===== src/design/pixel_ser_pkg.sv =====
package pixel_ser_pkg;

  // ----------------------------------------
  // word and pixel format
  // ----------------------------------------
  localparam int WORD_W  = 32;
  localparam int PIXEL_W = 24;

  // colour depth codes in LCD control register encoding
  typedef enum logic [2:0] {
    bpp_1      = 3'b000,
    bpp_2      = 3'b001,
    bpp_4      = 3'b010,
    bpp_8      = 3'b011,
    bpp_16     = 3'b100,
    bpp_24     = 3'b101,
    bpp_16_565 = 3'b110,
    bpp_16_444 = 3'b111
  } bpp_mode_t;

  // 24 bpp pixel sits in the low bits
  typedef struct packed {
    logic [WORD_W-PIXEL_W-1:0] pad;
    logic [PIXEL_W-1:0]        pix;
  } word_24_t;

  // one FIFO word, seen at every lane width
  typedef union packed {
    logic [WORD_W-1:0]         b1;
    logic [WORD_W/2-1:0][1:0]  b2;
    logic [WORD_W/4-1:0][3:0]  b4;
    logic [WORD_W/8-1:0][7:0]  b8;
    logic [WORD_W/16-1:0][15:0] b16;
    word_24_t                  b24;
    logic [WORD_W-1:0]         raw;
  } fifo_word_u;

  typedef logic [4:0] lane_idx_t;

  // sequencer to extractor
  typedef struct packed {
    logic      fire;
    bpp_mode_t mode;
    lane_idx_t lane;
  } lane_sel_t;

  typedef struct packed {
    logic               valid;
    logic [PIXEL_W-1:0] data;
  } pixel_out_t;

  // ----------------------------------------
  // pixels per word for a mode
  // ----------------------------------------
  function automatic logic [5:0] lanes_per_word(bpp_mode_t mode);
    logic [5:0] cnt;
    case (mode)
      bpp_1:      cnt = 6'd32;
      bpp_2:      cnt = 6'd16;
      bpp_4:      cnt = 6'd8;
      bpp_8:      cnt = 6'd4;
      bpp_16:     cnt = 6'd2;
      bpp_24:     cnt = 6'd1;
      bpp_16_565: cnt = 6'd2;
      bpp_16_444: cnt = 6'd2;
      default:    cnt = 6'd1;
    endcase
    return cnt;
  endfunction

endpackage


===== src/design/lane_extractor.sv =====
`timescale 1ns/1ps

module lane_extractor (
  input  logic                      m_clk_if,
  input  logic                      reset,
  input  pixel_ser_pkg::lane_sel_t  lane_sel,
  input  pixel_ser_pkg::fifo_word_u fifo_word,
  output pixel_ser_pkg::pixel_out_t pixel
);

  import pixel_ser_pkg::*;

  logic [PIXEL_W-1:0] lane_val;
  logic               valid_q;
  logic [PIXEL_W-1:0] data_q;

  // ----------------------------------------
  // lane select
  // ----------------------------------------
  always_comb
  begin
    lane_val = '0;
    case (lane_sel.mode)
      bpp_1:
      begin
        lane_val = PIXEL_W'(fifo_word.b1[lane_sel.lane]);
      end
      bpp_2:
      begin
        lane_val = PIXEL_W'(fifo_word.b2[lane_sel.lane[3:0]]);
      end
      bpp_4:
      begin
        lane_val = PIXEL_W'(fifo_word.b4[lane_sel.lane[2:0]]);
      end
      bpp_8:
      begin
        lane_val = PIXEL_W'(fifo_word.b8[lane_sel.lane[1:0]]);
      end
      // 565 and 444 packing is resolved further down the pipe
      bpp_16, bpp_16_565, bpp_16_444:
      begin
        lane_val = PIXEL_W'(fifo_word.b16[lane_sel.lane[0]]);
      end
      bpp_24:
      begin
        lane_val = fifo_word.b24.pix;
      end
      default:
      begin
        lane_val = '0;
      end
    endcase
  end

  // ----------------------------------------
  // output register
  // ----------------------------------------
  always_ff @(posedge m_clk_if)
  begin
    if (reset)
    begin
      valid_q <= 1'b0;
    end
    else
    begin
      valid_q <= lane_sel.fire;
    end
  end

  // data holds between pixels
  always_ff @(posedge m_clk_if)
  begin
    if (lane_sel.fire)
    begin
      data_q <= lane_val;
    end
  end

  assign pixel.valid = valid_q;
  assign pixel.data  = data_q;

  // 24 bpp never fires past its single lane
  a_lane_24: assert property (
    @(posedge m_clk_if) disable iff (reset)
    (lane_sel.fire && lane_sel.mode == bpp_24) |-> (lane_sel.lane == '0)
  ) else $error("24 bpp fired on lane %0d", lane_sel.lane);

endmodule


===== src/design/lane_sequencer.sv =====
`timescale 1ns/1ps

module lane_sequencer (
  input  logic                     m_clk_if,
  input  logic                     reset,
  input  pixel_ser_pkg::bpp_mode_t bpp_mode,
  input  logic                     fifo_empty,
  input  logic                     stop,
  input  logic                     v_sync,
  output logic                     fifo_rd,
  output pixel_ser_pkg::lane_sel_t lane_sel
);

  import pixel_ser_pkg::*;

  lane_idx_t  lane_q;
  logic [5:0] lane_cnt;
  logic       fire;
  logic       last_lane;

  // ----------------------------------------
  // fire and end-of-word decode
  // ----------------------------------------
  assign lane_cnt = lanes_per_word(bpp_mode);

  // stop and an empty FIFO hold the current lane
  assign fire = !fifo_empty && !stop && !v_sync;

  assign last_lane = ({1'b0, lane_q} == (lane_cnt - 6'd1));

  // pop together with the last pixel of the word
  assign fifo_rd = fire && last_lane;

  always_comb
  begin
    lane_sel.fire = fire;
    lane_sel.mode = bpp_mode;
    lane_sel.lane = lane_q;
  end

  // ----------------------------------------
  // lane counter
  // ----------------------------------------
  always_ff @(posedge m_clk_if)
  begin
    if (reset)
    begin
      lane_q <= '0;
    end
    else if (v_sync)
    begin
      // frame sync restarts the word at its first pixel
      lane_q <= '0;
    end
    else if (fire)
    begin
      if (last_lane)
      begin
        lane_q <= '0;
      end
      else
      begin
        lane_q <= lane_q + 5'd1;
      end
    end
  end

  // ----------------------------------------
  // checks
  // ----------------------------------------
  // catches a mode change in the middle of a word
  a_lane_in_range: assert property (
    @(posedge m_clk_if) disable iff (reset)
    {1'b0, lane_q} < lane_cnt
  ) else $error("lane %0d out of range for mode %s", lane_q, bpp_mode.name());

endmodule


===== src/design/pixel_ser_top.sv =====
`timescale 1ns/1ps

module pixel_ser_top (
  input  logic                      m_clk_if,
  input  logic                      reset,
  input  pixel_ser_pkg::bpp_mode_t  bpp_mode,
  input  pixel_ser_pkg::fifo_word_u fifo_word,
  input  logic                      fifo_empty,
  input  logic                      stop,
  input  logic                      v_sync,
  output logic                      fifo_rd,
  output pixel_ser_pkg::pixel_out_t pixel
);

  import pixel_ser_pkg::*;

  // lane choice for the pixel firing this cycle
  lane_sel_t lane_sel;

  // ----------------------------------------
  // lane counter and FIFO pop
  // ----------------------------------------
  lane_sequencer u_lane_sequencer (
    .m_clk_if   (m_clk_if),
    .reset      (reset),
    .bpp_mode   (bpp_mode),
    .fifo_empty (fifo_empty),
    .stop       (stop),
    .v_sync     (v_sync),
    .fifo_rd    (fifo_rd),
    .lane_sel   (lane_sel)
  );

  // ----------------------------------------
  // pixel pick and output register
  // ----------------------------------------
  // show-ahead FIFO head word goes straight in
  lane_extractor u_lane_extractor (
    .m_clk_if  (m_clk_if),
    .reset     (reset),
    .lane_sel  (lane_sel),
    .fifo_word (fifo_word),
    .pixel     (pixel)
  );

endmodule


===== config.mk =====
export PLATFORM = sky130hd
export DESIGN_NAME = pixel_ser_top
export DESIGN_NICKNAME = d
export VERILOG_FILES = /design/src/design/pixel_ser_pkg.sv /design/src/design/lane_extractor.sv /design/src/design/lane_sequencer.sv /design/src/design/pixel_ser_top.sv
export SDC_FILE = /design/constraint.sdc
export NUM_CORES = 1
export LEC_CHECK = 0
export BUFFER_PORTS_ARGS = -buffer_cell sky130_fd_sc_hd__buf_2
export CELL_PAD_IN_SITES_DETAIL_PLACEMENT = 0
export CELL_PAD_IN_SITES_GLOBAL_PLACEMENT = 1
export CORE_AREA = 5 5 76 113
export CTS_CLUSTER_DIAMETER = 200
export DETAILED_ROUTE_END_ITERATION = 12
export DIE_AREA = 0 0 81 118
export GPL_TIMING_DRIVEN = 1
export PLACE_DENSITY_LB_ADDON = 0.05
export SLEW_MARGIN = 0
export SYNTH_ARGS = -nofsm -noshare
export SYNTH_HDL_FRONTEND = slang
export SYNTH_SLANG_ARGS = --single-unit

===== constraint.sdc =====
create_clock -name m_clk_if -period 4.27 [get_ports m_clk_if]
set_clock_uncertainty 0.15 [all_clocks]
set_input_delay 1.281 -clock m_clk_if [delete_from_list [all_inputs] [get_ports m_clk_if]]
set_output_delay 1.281 -clock m_clk_if [all_outputs]
set_load 0.01 [all_outputs]

==> summary.md <==
| Metric | Value |
|---|---|
| Outcome | `completed` |
| Dominant cell type by area after synthesis | `edfxtp_1` |
| Overall die width | `81 µm` |
| First element of the critical path | `bpp_mode[2]` |
| Distinct cells, synth | `51` |
| Setup TNS | `0 ns` |
| Startpoint type of the worst setup path | `input pin` |
| Via count of the first global-routing pass | `2139` |
| Required time of the worst setup path | `2.84 ns` |
| Number of diodes | `0` |
| Rel. slew slack | `56.5%` |
| Number of nets at the end of the flow | `294` |
| Number of setup buffers added after CTS | `0` |
| Standard cell with the maximum stage delay on the critical path | `a211oi_1` |
| Register-to-register path setup slack | `1.76 ns` |
| Hold WC Path Type | `register to register` |
| Clock Latency Late Sink | `0.28 ns` |
| Largest net degree at the start of global routing | `45` |
| Yosys top cell area share | `29.0%` |
| Worst path arrival time | `2.56 ns` |
| TritonCTS clock tree | `done` |
| Launch instance of the worst min-delay path | `u_lane_sequencer.lane_q[4]` |
| Final-report setup violation count | `0` |
| Layout cell share with drive strength beyond 1 | `45.7%` |
| CP max FO | `22` |
| CP Capture Type | `primary output` |
| Average footprint of a synthesized cell | `12.5 µm²` |
| Slew @ Worst Pin | `0.652 ns` |
| Period minus WS final | `3.99 ns` |
| Count of unresolved DRC violations after routing | `0` |
| Top delay family on crit path | `compound AO/OA/AOI/OAI gates` |
| Peak clock frequency supported by timing | `251 MHz` |
| Maximum Capacitance Violations | `0` |
| GRT overflow | `0` |
| Remaining antenna violation count after routing | `0` |
| Most used DFF post-synth | `edfxtp_1` |
| IO Count | `66` |
| Standby leakage power | `1.10 nW` |
| Peak VDD IR | `0.000124 V` |
| Final cycle utilization of the critical path | `93.5%` |
| Standard cell core area | `7510 µm²` |
| Row count | `39` |
| CTS sink count | `30` |
| Final instance count without filler cells | `356` |
| Total power draw | `880 µW` |
| Count of yosys warnings during synthesis | `0` |
| Total via count after detailed routing | `2041` |
| Post-layout util | `40.1%` |
| H-tree lvl count | `2` |
| Register clock-pin slew on the reported worst setup and hold paths | `0.06 ns` |
| Final Hold Vio Count | `0` |
| Die Ht | `118 µm` |
| Placed cell count | `348` |
| Antenna violations before repair | `0` |
| HPWL Detailed | `5630 µm` |
| Syn-to-layout area delta | `21.3%` |
| Most frequent standard cell in the layout excluding fill and tap cells | `buf_2` |
| Number of buffers created by CTS | `5` |
| Final Wtd Congestion | `0.767` |
| Number of enable flip-flop cells after synthesis | `24` |
| Startpoint of the worst-slack reg-to-reg timing path | `u_lane_sequencer.lane_q[0]` |
| Die area | `9560 µm²` |
| Initial core utilization | `33.0%` |
| Vias/cell | `5.73` |
| Wire length after detailed routing | `7870 µm` |
| Post-cts resize count | `0` |
| Areal power density over the cells | `292 nW/µm²` |
| Sequential-to-total area share from yosys stat | `33.9%` |
| Critical Path Most Common Cell | `buf_2` |
| Flip-flop and latch count after synthesis | `30` |
| First-pass GRT wire length | `12400 µm` |
| Setup repair after global routing missed its margin | `no` |
| Synthesized netlist cell count | `199` |
| Highest-count cells in the layout ignoring fill and taps | `65 x buf_2, 25 x mux4_2, 24 x edfxtp_1, 12 x nor2_1, 12 x mux2i_1` |
| Sum of buffers and inverters on the critical path | `2` |
| Drt pass-1 iters | `5` |
| Initial detailed-routing violation count | `179` |
| Crit path largest cell delay | `0.39 ns` |
| Critical path type | `input pin to primary output` |
| Netlist Area Pre-Place | `2480 µm²` |
| DR WL/cell | `22.1 µm` |
| Number of buffers inserted by port buffering | `65` |
| GRT Util Overall | `17.3%` |
| Final Max Slew Viols | `0` |
| Series of cell instances along the critical path | `buf_2 -> nor2b_1 -> o21a_1 -> a211oi_1 -> nor4_2 -> buf_2` |
| Bufs on Longest Clock Path | `2` |
| Post-synth ARST share | `0%` |
| Buffer cell driving the clock tree root | `clkbuf_16` |
| Hold buffer count at CTS | `0` |
| Number of nets produced by synthesis | `240` |
| Synth area leaders | `edfxtp_1 29%, mux4_2 23%, dfxtp_1 4.8%, mux2i_1 4.8%, mux4_1 3.2%` |
## cells by family after synthesis
family / synth area share, %
AND/OR/NAND/NOR: 11.1
AO/OA/AOI/OAI: 14.8
multiplexers: 31.6
flip-flops: 33.9
buffers and inverters: 6.61
XOR/XNOR: 1.41
adder cells (fa/ha/maj): 0.504
## area by class of cell
| type | instances | area (µm²) |
|---|---|---|
| Clock buffer | 5 | 125 |
| Clock inverter | 3 | 40.0 |
| Fill cell | 781 | 4500 |
| Inverter | 6 | 22.5 |
| Multi-Input combinational cell | 140 | 1490 |
| Sequential cell | 30 | 843 |
| Tap cell | 102 | 128 |
| Timing Repair Buffer | 70 | 363 |
## flip-flops by register name, summed over array words and instances (netlist names)
| signal | count |
|---|---|
| u_lane_extractor.data_q | 24 |
| u_lane_sequencer.lane_q | 5 |
| u_lane_extractor.valid_q | 1 |
## tightest hold or removal path: stages, from the launching register on
cell and delay (ns):
dfxtp_1 0.36, xor2_1 0.17, nor2_1 0.05
## per-stage QoR
step | instance area (µm²) | hold slack, ns | worst slack (ns)
2_1_floorplan | 2490 | 0.389 | 0.0585
3_3_place_gp | 2850 | 0.461 | 0.312
3_5_place_dp | 2850 | 0.460 | 0.282
4_1_cts | 3010 | 0.476 | 0.270
5_1_grt | 3010 | 0.545 | 0.144
6_report | 3010 | 0.476 | 0.280
## Yosys cell counts, drive strengths merged (5+ instances only)
cell type and number:
buf 13, a22o 8, dfxtp 6, nand2 5, and3 10, inv 6
a21oi 8, clkbuf 10, edfxtp 24, nor2 12, mux4 28, a222oi 7
mux2i 12
## power by group
| group | internal [mW] | switching (mW) | leakage, nW |
|---|---|---|---|
| Sequential | 0.327 | 0.00198 | 0.258 |
| Clock | 0.273 | 0.136 | 0.0836 |
| Combinational | 0.0641 | 0.0788 | 0.756 |
| Total | 0.664 | 0.216 | 1.10 |
## worst paths after layout
check / to / cells past startpoint
max: fifo_rd / 6
min: u_lane_sequencer.lane_q[4] / 2
max reg2reg: u_lane_extractor.data_q[0] / 6
min reg2reg: u_lane_sequencer.lane_q[4] / 2
## layer usage
metal | up-vias | share of wire (%) | global-route usage, % | wire length (µm)
met5 | - | 0 | 0 | 0
met4 | 0 | 2.0 | 5.71 | 161
met3 | 12 | 5.2 | 3.29 | 408
met2 | 63 | 53 | 29.2 | 4180
met1 | 1033 | 40 | 21.7 | 3120
li1 | 933 | - | - | -
Note: power is estimated with default switching activity, not from simulation.
